==> src/logic/i2sTransmitter.sv <==
//--------------------------------------------------
// I2S transmitter
// Bit clock from iSCLK, left channel on low word
// select, MSB first with the one-bit delay
//--------------------------------------------------
`default_nettype none

module i2sTransmitter #(
	parameter int pSampleWidth = 16,
	parameter int pBclkDiv     = 2
)(
	input  logic                    iSCLK,
	input  logic                    iSRST,
	input  logic                    i2sRst,
	output logic                    fifoPop,
	input  logic [pSampleWidth-1:0] fifoRdData,
	input  logic                    fifoEmpty,
	output logic                    bclk,
	output logic                    lrclk,
	output logic                    sdata
);

	localparam int cDivWidth = $clog2(pBclkDiv + 1);
	localparam int cBitWidth = $clog2(pSampleWidth);

	logic [cDivWidth-1:0]    divCnt;
	logic [cBitWidth-1:0]    bitCnt;
	logic [pSampleWidth-1:0] shiftReg;
	// Half bit clock elapsed
	logic                    tick;
	// Bit clock about to fall
	logic                    fall;
	// Last bit of the word, word select flips
	logic                    boundary;

	assign tick     = !i2sRst && (divCnt == cDivWidth'(pBclkDiv - 1));
	assign fall     = tick && bclk;
	assign boundary = fall && (bitCnt == cBitWidth'(pSampleWidth - 1));
	// One pop per channel word
	assign fifoPop  = boundary && !fifoEmpty;

	//--------------------------------------------------
	// Clock divider and serializer
	//--------------------------------------------------
	always_ff @(posedge iSCLK)
	begin
		if (iSRST || i2sRst)
		begin
			divCnt   <= '0;
			bclk     <= 1'b0;
			lrclk    <= 1'b0;
			sdata    <= 1'b0;
			bitCnt   <= '0;
			shiftReg <= '0;
		end
		else
		begin
			if (tick)
			begin
				divCnt <= '0;
				bclk   <= ~bclk;
			end
			else
				divCnt <= divCnt + 1'b1;

			// Data moves on the falling edge
			if (fall)
			begin
				// Previous word's LSB goes out with the WS change
				sdata <= shiftReg[pSampleWidth-1];
				if (boundary)
				begin
					lrclk    <= ~lrclk;
					bitCnt   <= '0;
					// Zeros when starved
					shiftReg <= fifoEmpty ? '0 : fifoRdData;
				end
				else
				begin
					bitCnt   <= bitCnt + 1'b1;
					shiftReg <= {shiftReg[pSampleWidth-2:0], 1'b0};
				end
			end
		end
	end

endmodule

`default_nettype wire

==> config.mk <==
export PLATFORM = sky130hd
export DESIGN_NAME = i2sTransmitter
export DESIGN_NICKNAME = d
export VERILOG_FILES = /design/src/logic/i2sTransmitter.sv
export SDC_FILE = /design/constraint.sdc
export NUM_CORES = 1
export LEC_CHECK = 0
export ABC_CLOCK_PERIOD_IN_PS = 1900
export BUFFER_PORTS_ARGS = -buffer_cell sky130_fd_sc_hd__buf_4
export CAP_MARGIN = 20
export CORE_MARGIN = 2
export CORE_UTILIZATION = 45
export DETAILED_ROUTE_END_ITERATION = 10
export PLACE_DENSITY = 0.68
export SYNTH_ARGS = -nofsm -noshare
export SYNTH_HDL_FRONTEND = slang
export SYNTH_SLANG_ARGS = --single-unit
export TNS_END_PERCENT = 50
==> constraint.sdc <==
create_clock -name iSCLK -period 1.9 [get_ports iSCLK]
set_input_delay 0.095 -clock iSCLK [delete_from_list [all_inputs] [get_ports iSCLK]]
set_output_delay 0.095 -clock iSCLK [all_outputs]
set_load 0.01 [all_outputs]
==> metrics.md <==
| Metric | Value |
|---|---|
| Antenna violations before repair | 0 |
| Switching Fraction | 22.8% |
| Mean Syn Cell Area | 8.58 um2 |
| CP startpoint kind | flip-flop |
| Critical path data required time | 1800 ps |
| Clock power share | 29.1% |
| Most frequent cell after synthesis | dfxtp_1 |
| Die Wd | 54.4 um |
| Number of buffers created by CTS | 3 |
| Global-route wire length before repair | 4.07 mm |
| CTS resizes | 0 |
| Clk Tree Root Cell | clkbuf_4 |
| Total wire length | 2.51 mm |
| Via-to-Cell Ratio | 5.55 |
| Post-synthesis cell count | 133 |
| Total congestion overflow | 0 |
| Routed Antenna Nets | 0 |
| Std cell rows | 18 |
| Fin. max-slew vios | 0 |
| CP endpoint kind | primary output |
| TritonCTS Sinks | 25 |
| Io pins | 24 |
| Minimum clock period | 1700 ps |
| Outcome | finished, final reports clean |
| Ys async rst share | 0% |
| PwrDens | 630 nW/um2 |
| P_int | 0.650 mW |
| CTS tree | done |
| CP max FO | 8 |
| IO Port Bufs | 23 |
| # setup viols final | 0 |
| Synthesis-to-finish area growth | 17.0% |
| NetSw | 0.191 mW |
| Sequential share of power | 63.2% |
| Starting density of the core | 46.9% |
| Yosys warns | 0 |
| Max-cap violation count | 0 |
| Clk buf depth | 2 |
| Wire per inst | 13.7 um |
| Post-layout util | 54.9% |
| Area of the mapped netlist | 1140 um2 |
| Largest net degree at the start of global routing | 31 |
| Die area | 2950 um2 |
| Fin. Hold Viols | 0 |
| H-Tree Depth | 1 |
| Top cells by count, synth | dfxtp_1 (25), nand2_1 (23), o21ai_0 (16) |
| Post-DP HPWL | 1.68 mm |
| Die Y | 54.4 um |
| Net count, final | 176 |
| Setup_tns | 0 ps |
| P_leak | 0.472 nW |
| Part of the cycle the worst path needs | 89.2% |
| Core ar. | 2430 um2 |
| Share of layout cells above drive strength 1 | 21.6% |
| Slew HR | 59.6% |
| Iter 0 DRT Violations | 17 |
| Part of the power in combinational logic | 7.8% |
| Area contributors post-synth | dfxtp_1 (44%), nand3b_1 (9.9%), a31oi_1 (8.2%) |
| Post-synthesis cell type count | 28 |
| Clock latency on the worst-skew pair | 320 ps |
| Setup Skew | 7.01 ps |
| Yosys top cell by area | dfxtp_1 |
| Post-synthesis sequential area ratio | 43.9% |
| Max VDD drop | 0.528 mV |
| Post-route DRC | 0 |
| Number of global-route vias before repair | 921 |
| Worst-margin pin slew | 606 ps |
| Tot GR Track Use | 19.2% |
| # diodes | 0 |
| WS Path Type | flip-flop to primary output |
| Vias | 1,016 |
| Arr. time, crit path | 1600 ps |
| Ys flop type | dfxtp_1 |
| Fmax | 590 MHz |
| Hold Buf Count CTS | 0 |
| Post-synth top area share | 43.9% |
| Synth Net Count | 155 |
| RSZ-0062 raised after global routing | false |
| FILL cells | 249 |
| Min-delay worst type | input pin to flip-flop |
| Post-synthesis register bit count | 25 |
| First-pass detailed-route iteration total | 4 |
| Clock slew at reported path FFs | 140 ps |
| GP Congestion | 0.708 |
| EDFF count, synth | 0 |
| Post-CTS Setup Bufs | 0 |
-- critical path, cell delays in order, from the launching register on --
cell and delay (ps):
dfxtp_1 370, ha_1 320, nand3b_2 220, nor3_1 220
buf_4 150
-- layout by cell type (no fill, tap or decap), drive strengths merged, types with 2 or more instances in the layout --
cell,n
a21oi,5
a31oi,15
buf,26
clkbuf,4
dfxtp,25
ha,2
nand2,23
nand3,2
nand3b,16
nand4b,2
nor2,3
nor3,3
o21ai,16
or3,2
-- layout make-up --
cell class,instances,area (um2),share of cell area (%)
tap,30,37.5,2.81
clock buffer,4,26.3,1.97
timing repair buffer,26,195,14.6
sequential,25,500,37.5
multi-input combinational,97,572,42.8
inverter,1,3.75,0.281
-- worst paths after layout --
check,startpoint,to,slack (ps),cells past startpoint
min,fifoRdData[7],shiftReg[7]$_SDFFE_PP0P_,40,3
max,divCnt[0]$_SDFF_PP0_,fifoPop,200,4
min reg2reg,divCnt[0]$_SDFF_PP0_,divCnt[0]$_SDFF_PP0_,460,1
max reg2reg,bitCnt[0]$_SDFFE_PP0P_,shiftReg[2]$_SDFFE_PP0P_,270,4
-- metal layers --
layer	GRT usage [%]	up-vias	routed length (um)
li1	-	518	-
met1	24.0	476	1230
met2	31.9	18	1140
met3	6.01	4	116
met4	4.58	0	27
met5	0	-	0
-- stage by stage --
| step | power (mW) | hold WS (ps) | setup WS (ps) | cells | area [um2] |
|---|---|---|---|---|---|
| after detailed placement | 0.609 | 394 | 294 | 179 | 1310 |
| after floorplan | 0.569 | 259 | 544 | 133 | 1140 |
| after global routing | 0.883 | 33.5 | 75.3 | 183 | 1340 |
| after global placement | 0.607 | 390 | 368 | 179 | 1310 |
| final | 0.841 | 38.7 | 205 | 183 | 1340 |
| after CTS | 0.851 | 36.2 | 207 | 183 | 1340 |
-- power by group through the flow --
stage	Combinational, mW	Clock, mW	Sequential (mW)
4_1_cts	0.0664	0.254	0.531
3_3_place_gp	0.0642	0	0.542
3_5_place_dp	0.0660	0	0.543
6_report	0.0655	0.244	0.531
5_1_grt	0.0706	0.280	0.532
2_1_floorplan	0.0267	0	0.542
-- state kept, by name, indices dropped and copies added, names as in the netlist --
signal    count
divCnt        2
bitCnt        4
sdata         1
bclk          1
shiftReg     16
lrclk         1
-- logic make-up after synthesis --
| kind of cell | share of synthesized area, % |
|---|---|
| AOI/OAI and AO/OA | 19.3 |
| buffers and inverters | 6.03 |
| adders and majority gates | 2.19 |
| DFF | 43.9 |
| and+or+nand+nor | 27.1 |
| xor gates and xnor gates | 1.54 |
No activity file was read; power rests on OpenSTA's default activity.
