File: config.mk
export PLATFORM = sky130hd
export DESIGN_NAME = sampleFifo
export DESIGN_NICKNAME = d
export VERILOG_FILES = /design/src/logic/sampleFifo.sv
export SDC_FILE = /design/constraint.sdc
export NUM_CORES = 1
export LEC_CHECK = 0
export BUFFER_PORTS_ARGS = -buffer_cell sky130_fd_sc_hd__buf_2
export CAP_MARGIN = 20
export CORE_ASPECT_RATIO = 1.2
export CORE_UTILIZATION = 30
export CTS_CLUSTER_SIZE = 40
export DETAILED_ROUTE_END_ITERATION = 12
export PLACE_DENSITY_LB_ADDON = 0.08
export SYNTH_ARGS = -nofsm -noshare
export SYNTH_HDL_FRONTEND = slang
export SYNTH_SLANG_ARGS = --single-unit
export TNS_END_PERCENT = 5
File: constraint.sdc
create_clock -name iSCLK -period 3.9 [get_ports iSCLK]
set_clock_uncertainty 0.2 [all_clocks]
set_input_delay 0.195 -clock iSCLK [delete_from_list [all_inputs] [get_ports iSCLK]]
set_output_delay 0.195 -clock iSCLK [all_outputs]
set_load 0.02 [all_outputs]
File: src/logic/sampleFifo.sv
//--------------------------------------------------
// Sample FIFO
// Circular buffer, first-word-fall-through output
//--------------------------------------------------
`default_nettype none

module sampleFifo #(
	parameter int pSampleWidth  = 16,
	parameter int pFifoDepthLog = 2
)(
	input  logic                    iSCLK,
	input  logic                    iSRST,
	input  logic                    write,
	input  logic [pSampleWidth-1:0] wrData,
	output logic                    full,
	input  logic                    pop,
	output logic [pSampleWidth-1:0] rdData,
	output logic                    empty
);

	localparam int cDepth = 2**pFifoDepthLog;

	logic [pSampleWidth-1:0] mem [cDepth];
	// Pointers carry one wrap bit above the index
	logic [pFifoDepthLog:0]  wrPtr;
	logic [pFifoDepthLog:0]  rdPtr;
	logic                    doWrite;
	logic                    doPop;

	// Same index, different lap
	assign full  = (wrPtr[pFifoDepthLog] != rdPtr[pFifoDepthLog]) &&
		(wrPtr[pFifoDepthLog-1:0] == rdPtr[pFifoDepthLog-1:0]);
	assign empty = wrPtr == rdPtr;

	// Ignore push on full, pop on empty
	assign doWrite = write && !full;
	assign doPop   = pop && !empty;

	// Head word always on the output
	assign rdData = mem[rdPtr[pFifoDepthLog-1:0]];

	always_ff @(posedge iSCLK)
	begin
		if (iSRST)
		begin
			wrPtr <= '0;
			rdPtr <= '0;
		end
		else
		begin
			if (doWrite)
				wrPtr <= wrPtr + 1'b1;
			if (doPop)
				rdPtr <= rdPtr + 1'b1;
		end
	end

	// Storage
	always_ff @(posedge iSCLK)
	begin
		if (doWrite)
			mem[wrPtr[pFifoDepthLog-1:0]] <= wrData;
	end

endmodule

`default_nettype wire

==> impl_metrics.tcl <==
set metrics [dict create \
    gr-total-overflow 0 \
    reg2reg_depth 3 \
    cp_data_arrival_time_ps 2140 \
    drive_gt1_frac 0.332 \
    hold_class "primary input to flip-flop" \
    syn_to_final_growth_pct 23.9 \
    cts_buffer_depth 2 \
    ant_nets 0 \
    fin_crit_ps 2370 \
    status "completed" \
    die-width_um 91.5 \
    worstMarginPinSlew_ps 864 \
    yosysUniqueCellTypes 31 \
    gp_congestion 0.860 \
    synth-seq-area-share 0.722 \
    synth_top_cell_by_area "edfxtp_1" \
    tns_ps 0 \
    grt_util_all_layers 0.120 \
    grt_max_degree 17 \
    ys_seq_elements 72 \
    yosysWarnings 0 \
    setup_viol 0 \
    r2r_end "mem[0][9]$_DFFE_PP_" \
    rows 38 \
    period_share 0.608 \
    relSlewSlack 0.424 \
    hold_violations 0 \
    fp.dieH_um 109 \
    cts_setup_buffers 0 \
    synth-compound-area-share 0.0447 \
    layout_setup_ws_ps 1530 \
    seq_area_um2 2080 \
    synth-adder-area-share 0.0217 \
    routed-via-count 1596 \
    multi_input_area_um2 741 \
    design.core.area_um2 9180 \
    grt_pass1_wl_um 8860 \
    antenna_found_initial 0 \
    cts_buffers 9 \
    start_util 0.314 \
    diodes 0 \
    cp-start-kind "flip-flop" \
    fmax_ghz 0.422 \
    holdPathStages 3 \
    routedWlPerCell_um 16.0 \
    synth_nets 177 \
    syn-cell-area_um2 2890 \
    critPathKind "flip-flop to flip-flop" \
    cts.sinks 72 \
    synth-simple-area-share 0.0451 \
    drtIter0Drc 79 \
    drcViolationCount 0 \
    fin_nets 237 \
    rsz0062_at_grt "no" \
    first_global_vias 1711 \
    r2r-start "wrPtr[1]$_SDFFE_PP0P_" \
    dp_slack_ps 1480 \
    min_to "wrPtr[1]$_SDFFE_PP0P_" \
    portBuffers 37 \
    synth_top_area_frac 0.666 \
    viasPerCell 4.74 \
    synth_cells 152 \
    insertion_delay_ps 330 \
    routed_wl_um 5380 \
    power.total_uw 2430 \
    cap_violations 0 \
    hold_ws_ps 37.4 \
    fp.dieArea_um2 10000 \
    root_buffer "clkbuf_8" \
    post-dp-hpwl_um 3480 \
    p_per_area_nw_per_um2 680 \
    first_pass_iters 4 \
    syn_avg_cell_area_um2 19.0 \
    cts_max_level 3 \
    ir_worst_vdd_v 0.000312 \
    top_level_ports 38 \
    drv_slew 0 \
    crit_start "wrPtr[1]$_SDFFE_PP0P_" \
    synth_xor_area_frac 0.0182 \
    critPathCaptureType "flip-flop" \
    synth_top_family_by_area "multiplexers" \
    p_leak_uw 0.00121 \
    cts.clk_slew.worst_paths_ps 70 \
    muxShareOfSynthArea 0.125 \
    ys_top_cells_by_area "edfxtp_1 67%, mux4_2 12%, dfxtp_1 5.6%" \
    fillerInstances 868 \
    crit_fanout 16 \
    r2r_slack_ps 1530 \
    critPathRequiredTime_ps 3660 \
    cts_tree "done" \
    hp-start "write" \
]
==> cell usage after synthesis <==
| cell | count |
|---|---|
| nand4_1 | 2 |
| clkbuf_4 | 1 |
| a211o_1 | 1 |
| nand3_1 | 3 |
| buf_4 | 1 |
| buf_2 | 1 |
| and3_1 | 1 |
| nor3b_1 | 4 |
| nand3b_1 | 1 |
| inv_1 | 4 |
| clkbuf_2 | 1 |
| o21ai_0 | 4 |
| a31oi_1 | 4 |
| clkbuf_8 | 1 |
| a41oi_1 | 2 |
| xnor2_1 | 3 |
| dfxtp_1 | 8 |
| a211o_2 | 1 |
| xor2_1 | 3 |
| o211ai_1 | 5 |
| nor2_1 | 2 |
| and2_1 | 3 |
| a21oi_1 | 2 |
| buf_1 | 1 |
| edfxtp_1 | 64 |
| or3_1 | 1 |
| buf_6 | 1 |
| mux4_2 | 16 |
| or4_1 | 1 |
| nand2_1 | 5 |
| ha_1 | 5 |
==> critical path, cell delays in order (launching register included) <==
cell and delay (ps):
dfxtp_1 510, xnor2_1 250, a31oi_1 300, and2_1 740
==> registers in the layout, indices dropped and copies added (netlist names), named ones only <==
name	cells
mem	64
rdPtr	3
wrPtr	3
==> through the flow <==
stage	area (um^2)	util	std cells
after CTS	3580	0.390	337
after global placement	3190	0.347	304
after floorplan	2890	-	152
after global routing	3580	0.390	337
after detailed placement	3190	0.347	304
final	3580	0.390	337
==> cell type report <==
cell class,instances,area share
Sequential cell,72,0.582
Multi-Input combinational cell,69,0.207
Timing Repair Buffer,56,0.104
Tap cell,120,0.0420
Clock buffer,9,0.0346
Clock inverter,7,0.0262
Inverter,4,0.00420
==> logic make-up after synthesis <==
group,Yosys count
adders and majority gates,5
buffers and inverters,11
and+or+nand+nor,23
DFF,72
AOI/OAI and AO/OA,19
muxes,16
xor gates and xnor gates,6
==> worst max-delay path by stage <==
stage                            to  slack, ps  depth (start not counted)
4_1_cts        mem[0][15]$_DFFE_PP_       1460                          3
5_1_grt         mem[0][5]$_DFFE_PP_       1310                          3
3_3_place_gp   mem[0][12]$_DFFE_PP_       1530                          3
6_report        mem[0][9]$_DFFE_PP_       1530                          3
2_1_floorplan   mem[3][0]$_DFFE_PP_       1680                          3
3_5_place_dp    mem[0][1]$_DFFE_PP_       1480                          3
==> layer usage <==
| metal | track usage | up-vias | wire length [um] |
|---|---|---|---|
| met4 | 0.0510 | 0 | 86 |
| met1 | 0.149 | 814 | 2390 |
| met5 | 0 | - | 0 |
| met2 | 0.201 | 35 | 2720 |
| met3 | 0.0318 | 10 | 194 |
| li1 | - | 737 | - |
==> cells in the final DEF, fill, tap and decap left out, types with 2 or more instances in the layout <==
cell type / instances
nand2_1: 5
dfxtp_1: 8
buf_2: 37
xor2_1: 3
nor3b_1: 4
clkbuf_8: 9
o21ai_0: 4
xnor2_1: 3
a21oi_1: 2
buf_4: 2
and2_1: 3
ha_1: 5
nand3_1: 3
a31oi_1: 3
edfxtp_1: 64
bufinv_16: 2
mux4_2: 16
nand4_1: 2
nor2_1: 2
o211ai_1: 5
dlygate4sd3_1: 17
inv_1: 4
a41oi_1: 2
==> timing repair <==
action,in CTS,in global routing
setup endpoints to repair,0,0
hold buffers,17,0
resized for setup,0,0
endpoints found under the hold margin,69,0
==> power breakdown <==
group          switching (uW)  leakage, uW  internal (uW)
Sequential               72.6     0.000653            982
Combinational             439     0.000452            304
Clock                     274     0.000107            360
No activity file was read; power rests on OpenSTA's default activity.
