**config.mk**
```make
export PLATFORM = sky130hd
export DESIGN_NAME = synthesizerCsr_flat
export DESIGN_NICKNAME = d
export VERILOG_FILES = /design/src/common/synthPkg.sv /design/src/common/dmaCtrlIf.sv /design/src/synthesizer/synthesizerCsr.sv /design/src/flat_wrapper.sv
export SDC_FILE = /design/constraint.sdc
export NUM_CORES = 1
export LEC_CHECK = 0
export BUFFER_PORTS_ARGS = -buffer_cell sky130_fd_sc_hd__buf_2
export CAP_MARGIN = 20
export CORE_ASPECT_RATIO = 2
export CORE_MARGIN = 4
export CORE_UTILIZATION = 32
export DETAILED_ROUTE_END_ITERATION = 10
export PLACE_DENSITY_LB_ADDON = 0.3
export SYNTH_ARGS = -nofsm -noshare
export SYNTH_HDL_FRONTEND = slang
export SYNTH_SLANG_ARGS = --single-unit
export TNS_END_PERCENT = 100
```
**constraint.sdc**
```tcl
create_clock -name iSCLK -period 3.5 [get_ports iSCLK]
set_clock_uncertainty 0.1 [all_clocks]
set_input_delay 0.35 -clock iSCLK [delete_from_list [all_inputs] [get_ports iSCLK]]
set_output_delay 0.35 -clock iSCLK [all_outputs]
set_load 0.02 [all_outputs]
```
**src/common/synthPkg.sv**
```systemverilog
//--------------------------------------------------
// Synthesizer shared definitions
// Bus address map, CSR offsets and DMA states
//--------------------------------------------------
`default_nettype none

package synthPkg;

	//--------------------------------------------------
	// Bus layout
	//--------------------------------------------------
	// Data and address width
	localparam int cBusWidth    = 32;
	// Address bit set on a write
	localparam int cWriteBit    = 30;
	// Offset field inside a block, bits 15:0
	localparam int cOffsetWidth = 16;
	// Block select field, bits 23:16
	localparam int cBlockWidth  = 8;

	// CSR register offsets
	typedef enum logic [cOffsetWidth-1:0] {
		offI2sRst    = 16'h0000,
		offDmaStart  = 16'h0004,
		offDmaEnd    = 16'h0008,
		offDmaEnable = 16'h000C,
		offDmaCycle  = 16'h0010
	} csrOffset;

	// DMA reader states
	typedef enum logic [1:0] {
		dmaIdle,
		dmaRead,
		dmaWait
	} dmaState;

endpackage

`default_nettype wire

```
**src/common/dmaCtrlIf.sv**
```systemverilog
//--------------------------------------------------
// DMA control link
// Window and enable from the CSR, done from the DMA
//--------------------------------------------------
`default_nettype none

interface dmaCtrlIf #(
	parameter int pDmaAdrsWidth = 8
) ();

	// First sample address of the window
	logic [pDmaAdrsWidth-1:0] adrsStart;
	// Last sample address, inclusive
	logic [pDmaAdrsWidth-1:0] adrsEnd;
	// Transfer enable level
	logic                     enable;
	// One-cycle pulse after the last sample is pushed
	logic                     done;

	modport csr (
		output adrsStart,
		output adrsEnd,
		output enable,
		input  done
	);

	modport dma (
		input  adrsStart,
		input  adrsEnd,
		input  enable,
		output done
	);

endinterface

`default_nettype wire

```
**src/synthesizer/synthesizerCsr.sv**
```systemverilog
//--------------------------------------------------
// Synthesizer control and status registers
// Bus-decoded writes, registered readback,
// DMA enable reload on done for cycle mode
//--------------------------------------------------
`default_nettype none

module synthesizerCsr
	import synthPkg::*;
#(
	parameter int                     pDmaAdrsWidth = 8,
	parameter logic [cBlockWidth-1:0] pCsrBlock     = 8'h04
)(
	input  logic                 iSCLK,
	input  logic                 iSRST,
	input  logic [cBusWidth-1:0] iSUsiWd,
	input  logic [cBusWidth-1:0] iSUsiAdrs,
	output logic [cBusWidth-1:0] oSUsiRd,
	output logic                 oI2sRst,
	dmaCtrlIf.csr                dmaCtrl
);

	//--------------------------------------------------
	// Address decode
	//--------------------------------------------------
	logic                     blockHit;
	logic                     wrHit;
	csrOffset                 offset;
	logic                     wrI2sRst;
	logic                     wrStart;
	logic                     wrEnd;
	logic                     wrEnable;
	logic                     wrCycle;
	logic                     cycleReg;
	logic [pDmaAdrsWidth-1:0] startReg;
	logic [pDmaAdrsWidth-1:0] endReg;
	logic                     enableReg;
	logic [cBusWidth-1:0]     rdNext;

	// Block field sits just above the offset
	assign blockHit = iSUsiAdrs[cOffsetWidth +: cBlockWidth] == pCsrBlock;
	assign wrHit    = iSUsiAdrs[cWriteBit] & blockHit;
	assign offset   = csrOffset'(iSUsiAdrs[cOffsetWidth-1:0]);

	// Per-register write strobes
	assign wrI2sRst = wrHit && (offset == offI2sRst);
	assign wrStart  = wrHit && (offset == offDmaStart);
	assign wrEnd    = wrHit && (offset == offDmaEnd);
	assign wrEnable = wrHit && (offset == offDmaEnable);
	assign wrCycle  = wrHit && (offset == offDmaCycle);

	//--------------------------------------------------
	// Register file
	//--------------------------------------------------
	always_ff @(posedge iSCLK)
	begin
		if (iSRST)
		begin
			oI2sRst   <= 1'b0;
			startReg  <= '0;
			endReg    <= '1;
			enableReg <= 1'b0;
			cycleReg  <= 1'b0;
		end
		else
		begin
			if (wrI2sRst)
				oI2sRst <= iSUsiWd[0];
			if (wrStart)
				startReg <= iSUsiWd[pDmaAdrsWidth-1:0];
			if (wrEnd)
				endReg <= iSUsiWd[pDmaAdrsWidth-1:0];
			// Done wins, reload from cycle mode
			if (dmaCtrl.done)
				enableReg <= cycleReg;
			else if (wrEnable)
				enableReg <= iSUsiWd[0];
			if (wrCycle)
				cycleReg <= iSUsiWd[0];
		end
	end

	assign dmaCtrl.adrsStart = startReg;
	assign dmaCtrl.adrsEnd   = endReg;
	assign dmaCtrl.enable    = enableReg;

	//--------------------------------------------------
	// Readback
	//--------------------------------------------------
	// Zero padded, zero outside the map
	always_comb
	begin
		rdNext = '0;
		if (blockHit)
		begin
			case (offset)
				offI2sRst:    rdNext[0] = oI2sRst;
				offDmaStart:  rdNext[pDmaAdrsWidth-1:0] = startReg;
				offDmaEnd:    rdNext[pDmaAdrsWidth-1:0] = endReg;
				offDmaEnable: rdNext[0] = enableReg;
				offDmaCycle:  rdNext[0] = cycleReg;
				default:      rdNext = '0;
			endcase
		end
	end

	// One cycle of read latency
	always_ff @(posedge iSCLK)
	begin
		if (iSRST)
			oSUsiRd <= '0;
		else
			oSUsiRd <= rdNext;
	end

endmodule

`default_nettype wire

```
**src/flat_wrapper.sv**
```systemverilog
// flat-port wrapper written by rule: the top's interface ports become plain ports
module synthesizerCsr_flat import synthPkg::*;
#(
	parameter int                     pDmaAdrsWidth = 8,
	parameter logic [cBlockWidth-1:0] pCsrBlock     = 8'h04
)
  (iSCLK, iSRST, iSUsiWd, iSUsiAdrs, oSUsiRd, oI2sRst, dmaCtrl_adrsStart, dmaCtrl_adrsEnd, dmaCtrl_enable, dmaCtrl_done);
  dmaCtrlIf #(.pDmaAdrsWidth(pDmaAdrsWidth)) dmaCtrl_i ();
  input  logic iSCLK;
  input  logic iSRST;
  input  logic [cBusWidth-1:0] iSUsiWd;
  input  logic [cBusWidth-1:0] iSUsiAdrs;
  output logic [cBusWidth-1:0] oSUsiRd;
  output logic oI2sRst;
  output wire logic [$bits(dmaCtrl_i.adrsStart)-1:0] dmaCtrl_adrsStart;
  output wire logic [$bits(dmaCtrl_i.adrsEnd)-1:0] dmaCtrl_adrsEnd;
  output wire logic [$bits(dmaCtrl_i.enable)-1:0] dmaCtrl_enable;
  input wire logic [$bits(dmaCtrl_i.done)-1:0] dmaCtrl_done;
  assign dmaCtrl_adrsStart = dmaCtrl_i.adrsStart;
  assign dmaCtrl_adrsEnd = dmaCtrl_i.adrsEnd;
  assign dmaCtrl_enable = dmaCtrl_i.enable;
  assign dmaCtrl_i.done = dmaCtrl_done;
  synthesizerCsr #(.pDmaAdrsWidth(pDmaAdrsWidth), .pCsrBlock(pCsrBlock)) u_core (.iSCLK(iSCLK), .iSRST(iSRST), .iSUsiWd(iSUsiWd), .iSUsiAdrs(iSUsiAdrs), .oSUsiRd(oSUsiRd), .oI2sRst(oI2sRst), .dmaCtrl(dmaCtrl_i));
endmodule
```
==> impl_metrics.json, run 1 <==
{
  "status": "complete, no violations",
  "synth_top_area_share_pct": 35.3,
  "ioPinCount": 117,
  "die_area_um2": 6020,
  "ys_top_cells_by_area": "dfxtp_1, buf_4, nor2_1",
  "ant_nets": 0,
  "layout-drive-gt1-share_pct": 34.1,
  "final-setup-viol-count": 0,
  "clockPowerShare_pct": 31.7,
  "vias": 1345,
  "pwr-share-comb_pct": 14.7,
  "clk_pin_slew_ns": 0.09,
  "cts_tree": "built",
  "cellLeakagePower_nw": 0.739,
  "max-vdd-ir-drop_v": 0.000194,
  "antenna_cells": 0,
  "maxSlewViolCount": 0,
  "synthArstFlopShare_pct": 0,
  "tightest_slew_ns": 0.809,
  "dp.cells": 271,
  "synth_edf_count": 0,
  "dp_hpwl_mm": 3.04,
  "critPathCaptureType": "flip-flop",
  "cts_htree_levels": 1,
  "switching_power_mw": 0.161,
  "hold_class": "primary input to flip-flop",
  "fin_setup_tns_ns": 0,
  "cts.repair.resized": 0,
  "grt_pass1_wl_mm": 5.90,
  "core_um2": 4640,
  "die_h_um": 106,
  "place_area_um2": 1740,
  "post_cts_buffers": 0,
  "r2r-end": "u_core.oSUsiRd[0]",
  "final_cells": 275,
  "synth_warnings": 0,
  "synthFlopType": "dfxtp_1",
  "intPower_mw": 0.413,
  "wl_mm": 3.89,
  "pre_cts_ws_ns": 1.05,
  "worst_slack_ns": 1.38,
  "reg2reg_slack_ns": 2.30,
  "first_global_vias": 1270,
  "start_util_pct": 33.0,
  "nets": 288,
  "synth_top_area_cell": "dfxtp_1",
  "grt_max_degree": 30,
  "drtIter0Drc": 26,
  "period_share_pct": 60.6,
  "vias_per_cell": 4.89,
  "fmax_mhz": 471,
  "synthesis.area_um2": 1530,
  "overflow": 0,
  "cp_data_required_time_ns": 3.61,
  "cts_buffers": 3,
  "netSwitchingFraction_pct": 28.1,
  "slew_headroom_pct": 45.7,
  "cts_sinks": 27,
  "die_x_um": 56.9,
  "rows": 35,
  "rsz0062_at_grt": "no",
  "p_per_area_nw_per_um2": 321,
  "portBuffers": 61,
  "avgSynthCellArea_um2": 9.06,
  "area_delta_synth_final_pct": 16.7,
  "path_max_fanout": 14,
  "drc": 0,
  "arrival_ns": 2.23,
  "ctsHoldBuffers": 0,
  "r2r-start": "u_core.dmaCtrl.adrsStart[0]",
  "worstHoldStart": "iSUsiWd[7]",
  "drt-wirelength-per-cell_um": 14.1,
  "crit_type": "primary input to flip-flop",
  "antenna_found_initial": 0,
  "p_seq_share_pct": 53.6,
  "hold_end": "u_core.dmaCtrl.adrsStart[7]",
  "holdPathStages": 3,
  "ys_types": 33,
  "seq_area_frac_synth_pct": 35.3,
  "min_period_ns": 2.12,
  "hold_violations": 0,
  "nFillCells": 532,
  "max_cap_viol_count": 0,
  "ctsLongestPathBuffers": 2,
  "worst-r2r-cell-count": 3,
  "design_area_um2": 1790,
  "track_usage_pct": 12.4,
  "dr.pass1.iters": 4,
  "cp-start-kind": "primary input",
  "ys_ff_latch": 27,
  "worst_skew_pair.late_latency_ns": 0.27,
  "synthCells": 169,
  "cts-root-buf": "clkbuf_8",
  "gp_congestion": 0.742
}
power groups by stage:
stage	Combinational [mW]	Clock (mW)	Sequential, mW
CTS	0.0842	0.191	0.308
detailed placement	0.0840	0	0.315
global placement	0.0830	0	0.315
global route	0.0905	0.201	0.308
finish	0.0842	0.182	0.308
floorplan	0.0710	0	0.316
registers in the layout, summed over array words and instances (netlist names):
signal                    cells
u_core.cycleReg               1
u_core.oI2sRst                1
u_core.dmaCtrl.adrsEnd        8
u_core.dmaCtrl.enable         1
u_core.dmaCtrl.adrsStart      8
u_core.oSUsiRd                8
how the worst max path moves through the flow:
stage	startpoint	end	slack, ns	cells past startpoint
floorplan	iSUsiAdrs[15]	u_core.dmaCtrl.adrsEnd[0]	1.72	4
global placement	iSUsiAdrs[9]	u_core.dmaCtrl.adrsEnd[0]	1.06	5
detailed placement	iSUsiAdrs[15]	u_core.dmaCtrl.adrsEnd[5]	1.05	5
finish	iSUsiAdrs[15]	u_core.dmaCtrl.adrsEnd[4]	1.38	5
CTS	iSUsiAdrs[15]	u_core.dmaCtrl.adrsEnd[5]	1.35	5
global route	iSUsiAdrs[7]	u_core.dmaCtrl.adrsEnd[2]	1.21	5
cell usage after synthesis (all sizes together) (2+ instances only):
cell type / number
a21oi: 12
a22oi: 7
and4: 3
buf: 28
clkbuf: 8
dfxtp: 27
inv: 4
mux2i: 8
nand2: 4
nand3: 2
nand4: 11
nor2: 26
nor2b: 2
nor4: 4
o31ai: 2
o41ai: 8
or4: 3
cell families after synthesis:
kind of cell           Yosys count  share of synthesized area [%]
flip-flops                      27                           35.3
AND/OR/NAND/NOR                 60                           26.2
buffers and inverters           41                           17.6
multiplexers                     9                           6.70
AO/OA/AOI/OAI                   31                           14.0
other                            1                          0.245
critical path: stages:
cell and delay, ns:
buf_2 0.11, nor4_4 0.28, nand4_2 0.39, nor4_4 0.84, mux2i_1 0.26
per-stage QoR:
stage	power (mW)	utilization [%]	hold slack (ns)
final	0.574	38.5	0.236
after global routing	0.600	38.5	0.234
after CTS	0.583	38.5	0.234
after detailed placement	0.399	37.4	0.377
after global placement	0.398	37.4	0.360
after floorplan	0.387	-	0.357
cell type report:
cell class	instances	area, um2	area share (%)
Multi-Input combinational cell	124	808	45.2
Tap cell	55	68.8	3.85
Sequential cell	27	541	30.3
Inverter	4	15.0	0.840
Clock inverter	1	7.51	0.420
Timing Repair Buffer	61	305	17.1
Clock buffer	3	41.3	2.31
layout by cell type (no fill, tap or decap):
cell type / synthesis / layout
buf_2: 2 / 61
dfxtp_1: 27 / 27
nor2_1: 26 / 26
conb_1: 1 / 24
a21oi_1: 12 / 12
nand4_1: 10 / 10
mux2i_1: 8 / 8
o41ai_1: 8 / 8
a22oi_1: 7 / 7
nor4_4: 4 / 4
inv_1: 4 / 4
nand2_1: 3 / 3
or4_1: 3 / 3
clkbuf_8: 1 / 3
nor2b_1: 2 / 2
nand3_1: 2 / 2
and4_1: 2 / 2
o31ai_1: 2 / 2
nor3_1: 1 / 1
nand4_2: 1 / 1
nor4b_4: 1 / 1
and4_2: 1 / 1
mux4_2: 1 / 1
a211oi_1: 1 / 1
nand2_2: 1 / 1
nand2b_1: 1 / 1
a31o_2: 1 / 1
and4b_1: 1 / 1
nand4b_1: 1 / 1
clkinvlp_4: 0 / 1
metal layers:
| metal | wire (um) | GRT usage, % | share of wire [%] |
|---|---|---|---|
| met1 | 1420 | 12.7 | 36 |
| met2 | 2160 | 23.6 | 56 |
| met3 | 238 | 1.59 | 6.1 |
| met4 | 74 | 5.64 | 1.9 |
| met5 | 0 | 0 | 0 |
Note: power is estimated with default switching activity, not from simulation.
==> run 2, diff against run 1 <==
--- a/config.mk
+++ b/config.mk
@@ -5,6 +5,7 @@
 export SDC_FILE = /design/constraint.sdc
 export NUM_CORES = 1
 export LEC_CHECK = 0
+export ABC_AREA = 1
 export BUFFER_PORTS_ARGS = -buffer_cell sky130_fd_sc_hd__buf_2
 export CAP_MARGIN = 20
 export CORE_ASPECT_RATIO = 2
==> constraint.sdc (replaced) <==
create_clock -name iSCLK -period 2.2 [get_ports iSCLK]
set_clock_uncertainty 0.1 [all_clocks]
set_input_delay 0.22 -clock iSCLK [delete_from_list [all_inputs] [get_ports iSCLK]]
set_output_delay 0.22 -clock iSCLK [all_outputs]
set_load 0.02 [all_outputs]
==> impl_metrics.json, run 2 <==
{
  "status": "complete, no violations",
  "synthArstFlopShare_pct": 0,
  "first_global_vias": 1426,
  "synth_edf_count": 0,
  "cts_htree_levels": 1,
  "synthCells": 227,
  "synthFlopType": "dfxtp_1",
  "portBuffers": 61,
  "r2r-start": "u_core.dmaCtrl.enable",
  "ys_top_cells_by_area": "dfxtp_1, nand2_1, buf_4",
  "rsz0062_at_grt": "no",
  "ioPinCount": 117,
  "final_common_cell": "nand2_1",
  "cts_sinks": 27,
  "synth_warnings": 0,
  "ant_nets": 0,
  "drtIter0Drc": 30,
  "cellLeakagePower_nw": 0.911,
  "cts-root-buf": "clkbuf_8",
  "final-setup-viol-count": 0,
  "dp.cells": 341,
  "cts_buffers": 3,
  "track_usage_pct": 12.9,
  "startpoint": "iSUsiAdrs[21]",
  "core_um2": 4550,
  "cp-start-kind": "primary input",
  "ctsHoldBuffers": 0,
  "wl_met1_mm": 1.35,
  "avgSynthCellArea_um2": 6.61,
  "seq_area_frac_synth_pct": 36.0,
  "max_cap_viol_count": 0,
  "die_x_um": 56.4,
  "worst_skew_pair.late_latency_ns": 0.27,
  "die_h_um": 105,
  "fmax_mhz": 758,
  "top_layer": "met4",
  "nets": 358,
  "grt_max_degree": 17,
  "period_share_pct": 60.0,
  "clk_pin_slew_ns": 0.09,
  "routed-wl-met2_mm": 2.17,
  "critPathCaptureType": "flip-flop",
  "max-vdd-ir-drop_v": 0.000324,
  "critPathCapture": "u_core.dmaCtrl.adrsStart[0]",
  "die_area_um2": 5910,
  "hold_violations": 0,
  "synthesis.area_um2": 1500,
  "r2r-end": "u_core.oSUsiRd[0]",
  "ys_ff_latch": 27,
  "ctsLongestPathBuffers": 2,
  "worst-r2r-cell-count": 4,
  "area_delta_synth_final_pct": 21.7,
  "layout-drive-gt1-share_pct": 27.2,
  "final_cells": 345,
  "maxSlewViolCount": 0,
  "reg2reg_slack_ns": 1.33,
  "min_period_ns": 1.32,
  "wl_mm": 3.81,
  "overflow": 0,
  "synth_top_area_cell": "dfxtp_1",
  "final_cell_mix": "nand2_1, buf_2, dfxtp_1, nor2_1, conb_1",
  "grt_pass1_wl_mm": 6.20,
  "drc": 0,
  "wl_met3_um": 245,
  "netlist_top_cells_count": "nand2_1, dfxtp_1, nor2_1, buf_4, inv_1",
  "antenna_found_initial": 0,
  "fin_setup_tns_ns": 0,
  "dr.pass1.iters": 4,
  "ys_types": 18,
  "vias": 1460,
  "antenna_cells": 0,
  "start_util_pct": 32.9,
  "cts_tree": "built",
  "post_cts_buffers": 0,
  "hold_class": "primary input to flip-flop",
  "drt-wirelength-per-cell_um": 11.0,
  "crit_type": "primary input to flip-flop",
  "path_max_fanout": 8,
  "vias_per_cell": 4.23,
  "total_power_mw": 0.888,
  "post-synth-top-count-cell": "nand2_1",
  "dp_hpwl_mm": 3.05,
  "gp_congestion": 0.711,
  "synth_top_area_share_pct": 36.0,
  "arrival_ns": 1.38,
  "p_per_area_nw_per_um2": 487,
  "rows": 35,
  "cts.repair.resized": 0,
  "cp_data_required_time_ns": 2.26
}
## run 2: cell types whose count changed after synthesis, moves of 4 or more
cell / delta
nand4_1: -8
nand2_1: +70
o41ai_1: -8
clkbuf_1: -5
inv_1: +19
nor2_4: +5
mux2i_1: -8
a21oi_1: +4
nor4_4: -4
a22oi_1: -7
nand3_1: +14
## run 2: area by class of cell
type	instances	area, um2
Fill cell	541	2730
Multi-Input combinational cell	170	749
Sequential cell	27	541
Timing Repair Buffer	63	320
Inverter	26	97.6
Tap cell	55	68.8
Clock buffer	3	41.3
Clock inverter	1	7.51
## run 2: worst max-delay path: stages
cell and delay (ns):
buf_2 0.09, inv_1 0.04, nand2_1 0.04, nor2_1 0.19, nand2_1 0.07, nor2_1 0.23
nand2_1 0.29, nand2_1 0.12, a21oi_1 0.07
## run 2: power by group
group,switching (mW),internal (mW),total (mW)
combinational,0.0777,0.0343,0.112
sequential,0.00103,0.489,0.490
clock,0.157,0.128,0.286
total,0.236,0.652,0.888
## run 2: worst min path at each step
| stage | start | end | slack [ns] | cells past startpoint |
|---|---|---|---|---|
| final | iSUsiWd[5] | u_core.dmaCtrl.adrsEnd[5] | 0.07 | 3 |
| after global routing | iSUsiWd[7] | u_core.dmaCtrl.adrsEnd[7] | 0.09 | 3 |
| after CTS | iSUsiWd[5] | u_core.dmaCtrl.adrsEnd[5] | 0.07 | 3 |
| after detailed placement | iSUsiWd[5] | u_core.dmaCtrl.adrsEnd[5] | 0.35 | 3 |
| after global placement | iSUsiWd[5] | u_core.dmaCtrl.adrsEnd[5] | 0.35 | 3 |
| after floorplan | iSUsiWd[0] | u_core.dmaCtrl.adrsEnd[0] | 0.25 | 2 |
## run 2: stage by stage
stage / utilization [%] / setup slack [ns] / instance area [um2] / hold WS [ns]
floorplan: - / 0.930 / 1590 / 0.246
global placement: 39.0 / 0.578 / 1780 / 0.347
detailed placement: 39.0 / 0.558 / 1780 / 0.350
CTS: 40.1 / 0.859 / 1830 / 0.0663
global route: 40.1 / 0.746 / 1830 / 0.0868
finish: 40.1 / 0.881 / 1830 / 0.0693
## run 2: kinds of logic after synthesis
group | after synthesis | synth area share [%]
DFF | 27 | 36.0
other | 1 | 0.250
AOI/OAI and AO/OA | 20 | 6.76
buffers and inverters | 53 | 19.8
and+or+nand+nor | 126 | 37.2
## run 2: layer usage
metal | GRT usage, % | vias up
li1 | - | 772
met1 | 12.7 | 643
met2 | 25.6 | 43
met3 | 2.35 | 2
met4 | 4.58 | 0
met5 | 0 | -
